File: src/mips_pkg.sv
// ##################
// shared types and instruction fields for the MIPS subset core
// ##################
`default_nettype none

package mips_pkg;

	typedef logic [31:0] word_t;
	typedef logic [4:0] reg_addr_t;

	// major opcodes, HALT is all ones
	typedef enum logic [5:0] {
		RTYPE = 6'h00,
		BEQ   = 6'h04,
		ADDIU = 6'h09,
		LW    = 6'h23,
		SW    = 6'h2b,
		HALT  = 6'h3f
	} opcode_t;

	// r-type function codes
	typedef enum logic [5:0] {
		ADDU = 6'h21,
		SUBU = 6'h23,
		AND  = 6'h24,
		OR   = 6'h25,
		SLT  = 6'h2a
	} funct_t;

	typedef enum logic [2:0] {ALU_ADD, ALU_SUB, ALU_AND, ALU_OR, ALU_SLT} aluop_t;

	// operand source for execute
	typedef enum logic [1:0] {FWD_NONE, FWD_MEM, FWD_WB} fwd_sel_t;

	typedef enum logic [1:0] {ARB_DATA, ARB_INSTR, ARB_DONE} arb_state_t;

	// instruction field positions
	localparam int OP_LSB = 26;
	localparam int RS_LSB = 21;
	localparam int RT_LSB = 16;
	localparam int RD_LSB = 11;
	localparam int FUNCT_LSB = 0;
	localparam int IMM_W = 16;

	// bubble, decodes to nothing
	localparam word_t NOP_WORD = 32'h0000_0000;

endpackage

`default_nettype wire
File: src/cpu_top.sv
// ##################
// five-stage MIPS subset core on one shared memory port
// ##################
`default_nettype none

module cpu_top import mips_pkg::*; #(
	parameter word_t PC_INIT = '0
) (
	input logic CLK,
	input logic nRST,
	output logic mem_ren,
	output logic mem_wen,
	output word_t mem_addr,
	output word_t mem_store,
	input word_t mem_load,
	input logic mem_ready,
	output logic halt
);

	logic advance, stall, branch_taken;
	word_t pc, instr_word, load_word, branch_target;
	word_t if_instr, if_pc;
	// decode to execute
	word_t ex_a, ex_b, ex_imm, ex_pc;
	reg_addr_t ex_rs, ex_rt, ex_dest;
	aluop_t ex_aluop;
	logic ex_use_imm, ex_reg_write, ex_mem_read, ex_mem_write, ex_branch, ex_halt;
	// execute to memory
	word_t mem_result, mem_store_data;
	reg_addr_t mem_dest;
	logic mem_reg_write, mem_read, mem_write, mem_halt;
	// memory to arbiter and write-back
	logic data_ren, data_wen, wb_en;
	word_t data_addr, data_store, wb_data;
	reg_addr_t wb_dest;

	fetch_stage #(.PC_INIT(PC_INIT)) u_fetch (
		.CLK(CLK), .nRST(nRST), .advance(advance), .instr_word(instr_word),
		.stall(stall), .branch_taken(branch_taken), .branch_target(branch_target),
		.pc(pc), .if_instr(if_instr), .if_pc(if_pc)
	);

	decode_stage u_decode (
		.CLK(CLK), .nRST(nRST), .advance(advance), .if_instr(if_instr), .if_pc(if_pc),
		.branch_taken(branch_taken), .wb_en(wb_en), .wb_dest(wb_dest), .wb_data(wb_data),
		.stall(stall), .ex_a(ex_a), .ex_b(ex_b), .ex_imm(ex_imm), .ex_pc(ex_pc),
		.ex_rs(ex_rs), .ex_rt(ex_rt), .ex_dest(ex_dest), .ex_aluop(ex_aluop),
		.ex_use_imm(ex_use_imm), .ex_reg_write(ex_reg_write), .ex_mem_read(ex_mem_read),
		.ex_mem_write(ex_mem_write), .ex_branch(ex_branch), .ex_halt(ex_halt)
	);

	execute_stage u_execute (
		.CLK(CLK), .nRST(nRST), .advance(advance), .ex_a(ex_a), .ex_b(ex_b),
		.ex_imm(ex_imm), .ex_pc(ex_pc), .ex_rs(ex_rs), .ex_rt(ex_rt), .ex_dest(ex_dest),
		.ex_aluop(ex_aluop), .ex_use_imm(ex_use_imm), .ex_reg_write(ex_reg_write),
		.ex_mem_read(ex_mem_read), .ex_mem_write(ex_mem_write), .ex_branch(ex_branch),
		.ex_halt(ex_halt), .mem_result(mem_result), .mem_dest(mem_dest),
		.mem_reg_write(mem_reg_write), .mem_read(mem_read), .mem_write(mem_write),
		.mem_halt(mem_halt), .mem_store_data(mem_store_data), .wb_en(wb_en),
		.wb_dest(wb_dest), .wb_data(wb_data), .branch_taken(branch_taken),
		.branch_target(branch_target)
	);

	memory_stage u_memory (
		.CLK(CLK), .nRST(nRST), .advance(advance), .mem_result(mem_result),
		.mem_dest(mem_dest), .mem_reg_write(mem_reg_write), .mem_read(mem_read),
		.mem_write(mem_write), .mem_halt(mem_halt), .mem_store_data(mem_store_data),
		.load_word(load_word), .data_ren(data_ren), .data_wen(data_wen),
		.data_addr(data_addr), .data_store(data_store), .wb_en(wb_en),
		.wb_dest(wb_dest), .wb_data(wb_data), .halt(halt)
	);

	memory_arbiter u_arbiter (
		.CLK(CLK), .nRST(nRST), .data_ren(data_ren), .data_wen(data_wen),
		.data_addr(data_addr), .data_store(data_store), .pc(pc), .halt(halt),
		.mem_ren(mem_ren), .mem_wen(mem_wen), .mem_addr(mem_addr), .mem_store(mem_store),
		.mem_load(mem_load), .mem_ready(mem_ready), .instr_word(instr_word),
		.load_word(load_word), .advance(advance)
	);

endmodule

`default_nettype wire

File: src/memory_arbiter.sv
// ##################
// shared memory port arbiter, data first then fetch
// ##################
`default_nettype none

module memory_arbiter import mips_pkg::*; (
	input logic CLK,
	input logic nRST,
	input logic data_ren,
	input logic data_wen,
	input word_t data_addr,
	input word_t data_store,
	input word_t pc,
	input logic halt,
	output logic mem_ren,
	output logic mem_wen,
	output word_t mem_addr,
	output word_t mem_store,
	input word_t mem_load,
	input logic mem_ready,
	output word_t instr_word,
	output word_t load_word,
	output logic advance
);

	arb_state_t state, state_next;
	logic data_req;

	assign data_req = data_ren || data_wen;

	always_ff @(posedge CLK, negedge nRST) begin
		if (!nRST) begin
			state <= ARB_DATA;
		end else begin
			state <= state_next;
		end
	end

	always_comb begin
		state_next = state;
		case (state)
			// skip straight on when there is no data access
			ARB_DATA: if (!data_req || mem_ready) state_next = ARB_INSTR;
			ARB_INSTR: if (mem_ready) state_next = ARB_DONE;
			default: state_next = ARB_DATA;
		endcase
		// frozen once halted
		if (halt) begin
			state_next = state;
		end
	end

	assign mem_ren = !halt && (((state == ARB_DATA) && data_ren) || (state == ARB_INSTR));
	assign mem_wen = !halt && (state == ARB_DATA) && data_wen;
	assign mem_addr = (state == ARB_DATA) ? data_addr : pc;
	assign mem_store = data_store;

	// returned words held until the stage latches take them
	always_ff @(posedge CLK) begin
		if ((state == ARB_DATA) && data_ren && mem_ready) begin
			load_word <= mem_load;
		end
		if ((state == ARB_INSTR) && mem_ready) begin
			instr_word <= mem_load;
		end
	end

	// one cycle after the last ready of the step
	assign advance = (state == ARB_DONE) && !halt;

endmodule

`default_nettype wire

File: src/memory_stage.sv
// ##################
// memory: data request, memory/write-back latch, halt flag
// ##################
`default_nettype none

module memory_stage import mips_pkg::*; (
	input logic CLK,
	input logic nRST,
	input logic advance,
	input word_t mem_result,
	input reg_addr_t mem_dest,
	input logic mem_reg_write,
	input logic mem_read,
	input logic mem_write,
	input logic mem_halt,
	input word_t mem_store_data,
	input word_t load_word,
	output logic data_ren,
	output logic data_wen,
	output word_t data_addr,
	output word_t data_store,
	output logic wb_en,
	output reg_addr_t wb_dest,
	output word_t wb_data,
	output logic halt
);

	logic wb_is_load;
	word_t wb_load, wb_alu;

	// no data traffic once stopped
	assign data_ren = mem_read && !halt;
	assign data_wen = mem_write && !halt;
	assign data_addr = mem_result;
	assign data_store = mem_store_data;

	always_ff @(posedge CLK, negedge nRST) begin
		if (!nRST) begin
			wb_en <= 1'b0;
			wb_dest <= '0;
			wb_is_load <= 1'b0;
			wb_load <= '0;
			wb_alu <= '0;
		end else if (advance) begin
			wb_en <= mem_reg_write;
			wb_dest <= mem_dest;
			wb_is_load <= mem_read;
			wb_load <= load_word;
			wb_alu <= mem_result;
		end
	end

	assign wb_data = wb_is_load ? wb_load : wb_alu;

	// sticky, set the cycle after HALT lands here
	always_ff @(posedge CLK, negedge nRST) begin
		if (!nRST) begin
			halt <= 1'b0;
		end else if (mem_halt) begin
			halt <= 1'b1;
		end
	end

endmodule

`default_nettype wire

File: src/execute_stage.sv
// ##################
// execute: forwarding, ALU, BEQ resolution, execute/memory latch
// ##################
`default_nettype none

module execute_stage import mips_pkg::*; (
	input logic CLK,
	input logic nRST,
	input logic advance,
	input word_t ex_a,
	input word_t ex_b,
	input word_t ex_imm,
	input word_t ex_pc,
	input reg_addr_t ex_rs,
	input reg_addr_t ex_rt,
	input reg_addr_t ex_dest,
	input aluop_t ex_aluop,
	input logic ex_use_imm,
	input logic ex_reg_write,
	input logic ex_mem_read,
	input logic ex_mem_write,
	input logic ex_branch,
	input logic ex_halt,
	output word_t mem_result,
	output reg_addr_t mem_dest,
	output logic mem_reg_write,
	output logic mem_read,
	output logic mem_write,
	output logic mem_halt,
	output word_t mem_store_data,
	input logic wb_en,
	input reg_addr_t wb_dest,
	input word_t wb_data,
	output logic branch_taken,
	output word_t branch_target
);

	fwd_sel_t sel_a, sel_b;
	word_t op_a, reg_b, op_b, result;

	// memory stage wins over write-back, loads there have no value yet
	function automatic fwd_sel_t pick_src(input reg_addr_t src);
		fwd_sel_t sel;
		sel = FWD_NONE;
		if (src != '0) begin
			if (mem_reg_write && !mem_read && (mem_dest == src)) begin
				sel = FWD_MEM;
			end else if (wb_en && (wb_dest == src)) begin
				sel = FWD_WB;
			end
		end
		return sel;
	endfunction

	function automatic word_t fwd_mux(input fwd_sel_t sel, input word_t latched);
		word_t val;
		case (sel)
			FWD_MEM: val = mem_result;
			FWD_WB: val = wb_data;
			default: val = latched;
		endcase
		return val;
	endfunction

	assign sel_a = pick_src(ex_rs);
	assign sel_b = pick_src(ex_rt);
	assign op_a = fwd_mux(sel_a, ex_a);
	assign reg_b = fwd_mux(sel_b, ex_b);
	assign op_b = ex_use_imm ? ex_imm : reg_b;

	// ALU
	always_comb begin
		case (ex_aluop)
			ALU_SUB: result = op_a - op_b;
			ALU_AND: result = op_a & op_b;
			ALU_OR: result = op_a | op_b;
			ALU_SLT: result = {31'b0, $signed(op_a) < $signed(op_b)};
			default: result = op_a + op_b;
		endcase
	end

	// beq, target relative to the next pc
	assign branch_taken = ex_branch && (op_a == reg_b);
	assign branch_target = ex_pc + 32'd4 + {ex_imm[29:0], 2'b00};

	always_ff @(posedge CLK, negedge nRST) begin
		if (!nRST) begin
			mem_result <= '0;
			mem_dest <= '0;
			mem_reg_write <= 1'b0;
			mem_read <= 1'b0;
			mem_write <= 1'b0;
			mem_halt <= 1'b0;
			mem_store_data <= '0;
		end else if (advance) begin
			mem_result <= result;
			mem_dest <= ex_dest;
			mem_reg_write <= ex_reg_write;
			mem_read <= ex_mem_read;
			mem_write <= ex_mem_write;
			mem_halt <= ex_halt;
			// store data takes the forwarded rt
			mem_store_data <= reg_b;
		end
	end

endmodule

`default_nettype wire

File: src/decode_stage.sv
// ##################
// decode: control, register read, load-use check, decode/execute latch
// ##################
`default_nettype none

module decode_stage import mips_pkg::*; (
	input logic CLK,
	input logic nRST,
	input logic advance,
	input word_t if_instr,
	input word_t if_pc,
	input logic branch_taken,
	input logic wb_en,
	input reg_addr_t wb_dest,
	input word_t wb_data,
	output logic stall,
	output word_t ex_a,
	output word_t ex_b,
	output word_t ex_imm,
	output word_t ex_pc,
	output reg_addr_t ex_rs,
	output reg_addr_t ex_rt,
	output reg_addr_t ex_dest,
	output aluop_t ex_aluop,
	output logic ex_use_imm,
	output logic ex_reg_write,
	output logic ex_mem_read,
	output logic ex_mem_write,
	output logic ex_branch,
	output logic ex_halt
);

	opcode_t op;
	funct_t fn;
	reg_addr_t rs, rt, rd, dest;
	word_t imm_ext, rdat1, rdat2;
	aluop_t aluop;
	logic use_imm, reg_write, mem_read, mem_write, branch, is_halt;
	logic bubble;

	// field split
	assign op = opcode_t'(if_instr[OP_LSB +: $bits(opcode_t)]);
	assign fn = funct_t'(if_instr[FUNCT_LSB +: $bits(funct_t)]);
	assign rs = if_instr[RS_LSB +: $bits(reg_addr_t)];
	assign rt = if_instr[RT_LSB +: $bits(reg_addr_t)];
	assign rd = if_instr[RD_LSB +: $bits(reg_addr_t)];

	// sign extension of the 16 bit immediate
	assign imm_ext = {{(32 - IMM_W){if_instr[IMM_W - 1]}}, if_instr[IMM_W - 1:0]};

	register_file u_rf (
		.CLK(CLK),
		.nRST(nRST),
		.wen(wb_en),
		.wsel(wb_dest),
		.wdat(wb_data),
		.rsel1(rs),
		.rsel2(rt),
		.rdat1(rdat1),
		.rdat2(rdat2)
	);

	// control decode
	always_comb begin
		aluop = ALU_ADD;
		use_imm = 1'b0;
		reg_write = 1'b0;
		mem_read = 1'b0;
		mem_write = 1'b0;
		branch = 1'b0;
		is_halt = 1'b0;
		dest = rt;
		case (op)
			RTYPE: begin
				dest = rd;
				reg_write = 1'b1;
				case (fn)
					ADDU: aluop = ALU_ADD;
					SUBU: aluop = ALU_SUB;
					AND: aluop = ALU_AND;
					OR: aluop = ALU_OR;
					SLT: aluop = ALU_SLT;
					// unknown funct, incl. nop word
					default: reg_write = 1'b0;
				endcase
			end
			ADDIU: begin
				use_imm = 1'b1;
				reg_write = 1'b1;
			end
			LW: begin
				use_imm = 1'b1;
				reg_write = 1'b1;
				mem_read = 1'b1;
			end
			SW: begin
				use_imm = 1'b1;
				mem_write = 1'b1;
			end
			BEQ: begin
				aluop = ALU_SUB;
				branch = 1'b1;
			end
			HALT: is_halt = 1'b1;
			default: ;
		endcase
	end

	// load in execute feeding this instruction
	assign stall = ex_mem_read && (ex_dest != '0) && ((ex_dest == rs) || (ex_dest == rt));

	// younger than a taken branch, or held back by the stall
	assign bubble = stall || branch_taken;

	always_ff @(posedge CLK, negedge nRST) begin
		if (!nRST) begin
			ex_a <= '0;
			ex_b <= '0;
			ex_imm <= '0;
			ex_pc <= '0;
			ex_rs <= '0;
			ex_rt <= '0;
			ex_dest <= '0;
			ex_aluop <= ALU_ADD;
			ex_use_imm <= 1'b0;
			ex_reg_write <= 1'b0;
			ex_mem_read <= 1'b0;
			ex_mem_write <= 1'b0;
			ex_branch <= 1'b0;
			ex_halt <= 1'b0;
		end else if (advance) begin
			ex_a <= rdat1;
			ex_b <= rdat2;
			ex_imm <= imm_ext;
			ex_pc <= if_pc;
			ex_rs <= rs;
			ex_rt <= rt;
			ex_dest <= dest;
			ex_aluop <= aluop;
			ex_use_imm <= use_imm;
			// control cleared for a bubble
			ex_reg_write <= reg_write && !bubble;
			ex_mem_read <= mem_read && !bubble;
			ex_mem_write <= mem_write && !bubble;
			ex_branch <= branch && !bubble;
			ex_halt <= is_halt && !bubble;
		end
	end

endmodule

`default_nettype wire

File: src/fetch_stage.sv
// ##################
// program counter and fetch/decode latch
// ##################
`default_nettype none

module fetch_stage import mips_pkg::*; #(
	parameter word_t PC_INIT = '0
) (
	input logic CLK,
	input logic nRST,
	input logic advance,
	input word_t instr_word,
	input logic stall,
	input logic branch_taken,
	input word_t branch_target,
	output word_t pc,
	output word_t if_instr,
	output word_t if_pc
);

	word_t pc_next;

	// sequential fetch address
	assign pc_next = pc + 32'd4;

	always_ff @(posedge CLK, negedge nRST) begin
		if (!nRST) begin
			pc <= PC_INIT;
			if_instr <= NOP_WORD;
			if_pc <= PC_INIT;
		end else if (advance) begin
			if (branch_taken) begin
				// redirect, fetched word is wrong path
				pc <= branch_target;
				if_instr <= NOP_WORD;
				if_pc <= branch_target;
			end else if (stall) begin
				// load-use, refetch same pc next step
				pc <= pc;
				if_instr <= if_instr;
				if_pc <= if_pc;
			end else begin
				pc <= pc_next;
				if_instr <= instr_word;
				if_pc <= pc;
			end
		end
	end

endmodule

`default_nettype wire

File: src/register_file.sv
// ##################
// 32x32 register file, r0 fixed at zero, write-through reads
// ##################
`default_nettype none

module register_file import mips_pkg::*; (
	input logic CLK,
	input logic nRST,
	input logic wen,
	input reg_addr_t wsel,
	input word_t wdat,
	input reg_addr_t rsel1,
	input reg_addr_t rsel2,
	output word_t rdat1,
	output word_t rdat2
);

	word_t regs [32];

	// r0 never written
	always_ff @(posedge CLK, negedge nRST) begin
		if (!nRST) begin
			for (int i = 0; i < 32; i++) begin
				regs[i] <= '0;
			end
		end else if (wen && (wsel != '0)) begin
			regs[wsel] <= wdat;
		end
	end

	// same-cycle write shows up on the read ports
	assign rdat1 = (wen && (wsel != '0) && (wsel == rsel1)) ? wdat : regs[rsel1];
	assign rdat2 = (wen && (wsel != '0) && (wsel == rsel2)) ? wdat : regs[rsel2];

endmodule

`default_nettype wire

File: config.mk
export PLATFORM = sky130hd
export DESIGN_NAME = cpu_top
export DESIGN_NICKNAME = d
export VERILOG_FILES = /design/src/mips_pkg.sv /design/src/cpu_top.sv /design/src/memory_arbiter.sv /design/src/memory_stage.sv /design/src/execute_stage.sv /design/src/decode_stage.sv /design/src/fetch_stage.sv /design/src/register_file.sv
export SDC_FILE = /design/constraint.sdc
export NUM_CORES = 2
export LEC_CHECK = 0
export BUFFER_PORTS_ARGS = -buffer_cell sky130_fd_sc_hd__buf_2
export CAP_MARGIN = 30
export CORE_UTILIZATION = 53
export CTS_BUF_LIST = sky130_fd_sc_hd__clkbuf_8 sky130_fd_sc_hd__clkbuf_16
export CTS_CLUSTER_SIZE = 14
export DETAILED_ROUTE_END_ITERATION = 10
export PLACE_DENSITY_LB_ADDON = 0.1
export SLEW_MARGIN = 20
export SYNTH_ARGS = -nofsm -noshare
export SYNTH_HDL_FRONTEND = slang
export SYNTH_SLANG_ARGS = --single-unit
export TNS_END_PERCENT = 50
File: constraint.sdc
create_clock -name CLK -period 9.4 [get_ports CLK]
set_clock_uncertainty 0.2 [all_clocks]
set_input_delay 0.47 -clock CLK [delete_from_list [all_inputs] [get_ports CLK]]
set_output_delay 0.47 -clock CLK [all_outputs]
set_load 0.02 [all_outputs]
==> results.toml <==
[status]
outcome = "complete, no violations"

[logic_synthesis]
synth_ff_type = "dfrtp_1"
synth_area_sq_mm = 0.0789
syn_nets = 7640
ys_seq_area_share_pct = 46.9
yosys.cell_types.count = 86
synth.avg_cell_area_sq_um = 10.6
synth_edf_count = 64
synthCells = 7443
ys_seq_elements = 1467
synth_warnings = 0
async_flop_share_pct = 95.6

[critical_path]
arrival_ns = 7.98
cp_num_buf_inv = 1
crit_chain = "xnor2_1 > nand2_1 > nor4_1 > ha_2 > a22oi_1 > o21ai_0 > ha_1 > inv_1 > fa_1 > nor2b_1 > o21ai_0 > a2111oi_0 > o21ai_0 > a21oi_1 > o221ai_1 > nor4b_1 > mux2i_1 > o32ai_1 > o211ai_1"
slowest_delay_ns = 0.78
critPathCaptureType = "flip-flop"
crit_slowest_cell = "a2111oi_0"
critical_path_required_ns = 9.88
crit_top_cell = "o21ai_0"
crit_family = "compound AO/OA/AOI/OAI gates"
worstPathMaxFanout = 26
start_kind = "flip-flop"
path_class = "flip-flop to flip-flop"

[timing]
finalCritPeriodShare_pct = 79.8
finalSetupTns_ns = 0
slew_headroom_pct = 30.0
finalSetupViolations = 0
tightest_slew_ns = 1.05
drv_slew = 0
holdWs_ns = 0.0384
min_period_ns = 7.50
finalHoldViolations = 0
rsz0062_at_grt = "false"
fmax_ghz = 0.133

[clock_tree]
htree_levels = 4
clock_sinks = 1467
cts_tree = "done"
insertion_delay_ns = 0.82
cts_buffers = 161
cts_max_path_buffers = 3
clock-root-buffer = "clkbuf_16"
clkTransAtPathRegs_ns = 0.06
postCtsSetupBuffers = 0

[die]
initial_utilization_pct = 53.4
die_area_sq_mm = 0.150
io_pins = 102
rows = 141
die_y_um = 388
core_sq_mm = 0.148
die_x_um = 388

[placed_design]
gp_routability_congestion = 0.993
portBuffers = 101
dpl.cell_count = 8954
dpl.hpwl_mm = 168

[routing]
wl_per_cell_um = 28.6
wl_mm = 266
viasPerCell = 6.46
drt_iter0_drc = 6110
antenna_left = 0
first_pass_iters = 6
drc = 0
vias = 60000

[power]
leakagePower_nw = 38.2
power_mw = 23.8
ir_drop_uv = 202
power_density_mw_per_mm2 = 272

[layout]
fin_nets = 7426
area_growth_pct = 11.0
layout.cells.non_filler = 9289
drive_gt1_share_pct = 18.3

[hold_path]
min_path_type = "input pin to asynchronous set/reset pin"

[global_routing]
grt_pass1_wl_mm = 396
antenna_found_initial = 11
track_usage_pct = 35.7
gr-usage-met3_pct = 6.08
grt_pass1_vias = 58700
grt-ovfl-total = 0
grt.busiest_layer = "met2"
use_met1_pct = 49.6
use_met2_pct = 55.9
grt_max_degree = 203

[flow_run]
drv_cap = 0
## cells by family (layout without fill, tap and decap cells)
kind of cell             count (synthesis)  in the layout  synth area share [%]
AND/OR/NAND/NOR                       2199           2199                  11.2
AO/OA/AOI/OAI                         1886           1886                  13.5
flip-flops                            1467           1467                  46.9
multiplexers                           821            821                  20.7
buffers and inverters                  800            715                  3.86
adder cells (fa/ha/maj)                163            163                  2.61
XOR/XNOR                               107            107                  1.19
other                                    0              1                     0
## routing by layer
metal  vias up  part of all wire (%)  wire (um)
li1      26300                     -          -
met2      2538                    47     125000
met1     30500                    41     109000
met5         -                 0.027         71
met3       564                   7.6      20100
met4        12                   4.6      12200
## worst paths after layout
path                                                      start                              endpoint  slack [ns]  cells past startpoint
min reg2reg                u_decode.u_rf.regs[1012]$_DFFE_PN0P_  u_decode.u_rf.regs[1012]$_DFFE_PN0P_        0.19                      0
max in group asynchronous                                  nRST   u_decode.u_rf.regs[566]$_DFFE_PN0P_        6.76                      4
max                             u_memory.wb_dest[3]$_DFFE_PN0P_  u_execute.mem_result[30]$_DFFE_PN0P_        1.90                     19
max reg2reg                     u_memory.wb_dest[3]$_DFFE_PN0P_  u_execute.mem_result[30]$_DFFE_PN0P_        1.90                     19
min                                                        nRST   u_decode.u_rf.regs[865]$_DFFE_PN0P_        0.04                      2
min in group CLK           u_decode.u_rf.regs[1012]$_DFFE_PN0P_  u_decode.u_rf.regs[1012]$_DFFE_PN0P_        0.19                      0
## sequential cells by signal, indices dropped and copies added (netlist names), 16 cells and up
register	flops
u_decode.u_rf.regs	1024
u_arbiter.instr_word	32
u_arbiter.load_word	32
u_decode.ex_a	32
u_decode.ex_b	32
u_decode.ex_pc	32
u_execute.mem_result	32
u_execute.mem_store_data	32
u_fetch.if_instr	32
u_fetch.if_pc	32
u_fetch.pc	32
u_memory.wb_alu	32
u_memory.wb_load	32
u_decode.ex_imm	16
## final cells by class
type / instances / area, sq um
Antenna cell: 1 / 2.50
Tap cell: 1930 / 2410
Inverter: 110 / 413
Sequential cell: 1467 / 37100
Clock buffer: 196 / 4570
Timing Repair Buffer: 313 / 2900
Fill cell: 12400 / 60300
Clock inverter: 96 / 878
Multi-Input combinational cell: 5176 / 39300
## power breakdown
group,switching [mW],internal [mW]
combinational,5.62,3.33
sequential,1.24,7.09
clock,2.70,3.82
## placed cells by master, fill, tap and decap left out, types with 65 or more instances in the layout
cell type  synthesis  layout
mux2i_1          109      77
nor2_1           742     724
mux4_2           640     640
buf_2             18     103
mux2_2            65      65
a21oi_1          712     712
ha_1             159     158
o21ai_0          779     778
inv_1            109     153
buf_4              2     132
nand2_1         1226    1210
clkbuf_16          0     166
dfrtp_1         1403    1392
## cell usage after synthesis, types with 55 or more instances
master    count  area [sq um]
inv_1       109           409
mux2_2       65           732
buf_1        82           308
clkbuf_1    586          2200
o21ai_0     779          3900
mux2i_1     109          1090
nor2_1      742          2790
dfrtp_1    1403         35100
a21oi_1     712          3560
edfxtp_1     64          1920
ha_1        159          1990
xor2_1       55           482
nand2_1    1226          4600
mux4_2      640         14400
## what timing repair did
action                                 in CTS  in global routing
endpoints found under the hold margin     173                  0
gates resized for setup                     0                  0
hold buffers                               34                  0
setup endpoints to repair                   0                  0
## stage by stage
step	setup slack [ns]	cell area, sq um	utilization [%]
5_1_grt	1.67	87600	59.2
6_report	1.90	87600	59.2
2_1_floorplan	3.68	78900	-
3_3_place_gp	2.23	81000	54.8
4_1_cts	2.14	87400	59.1
3_5_place_dp	2.18	81600	55.2
Power figures use the tool's default switching activity.
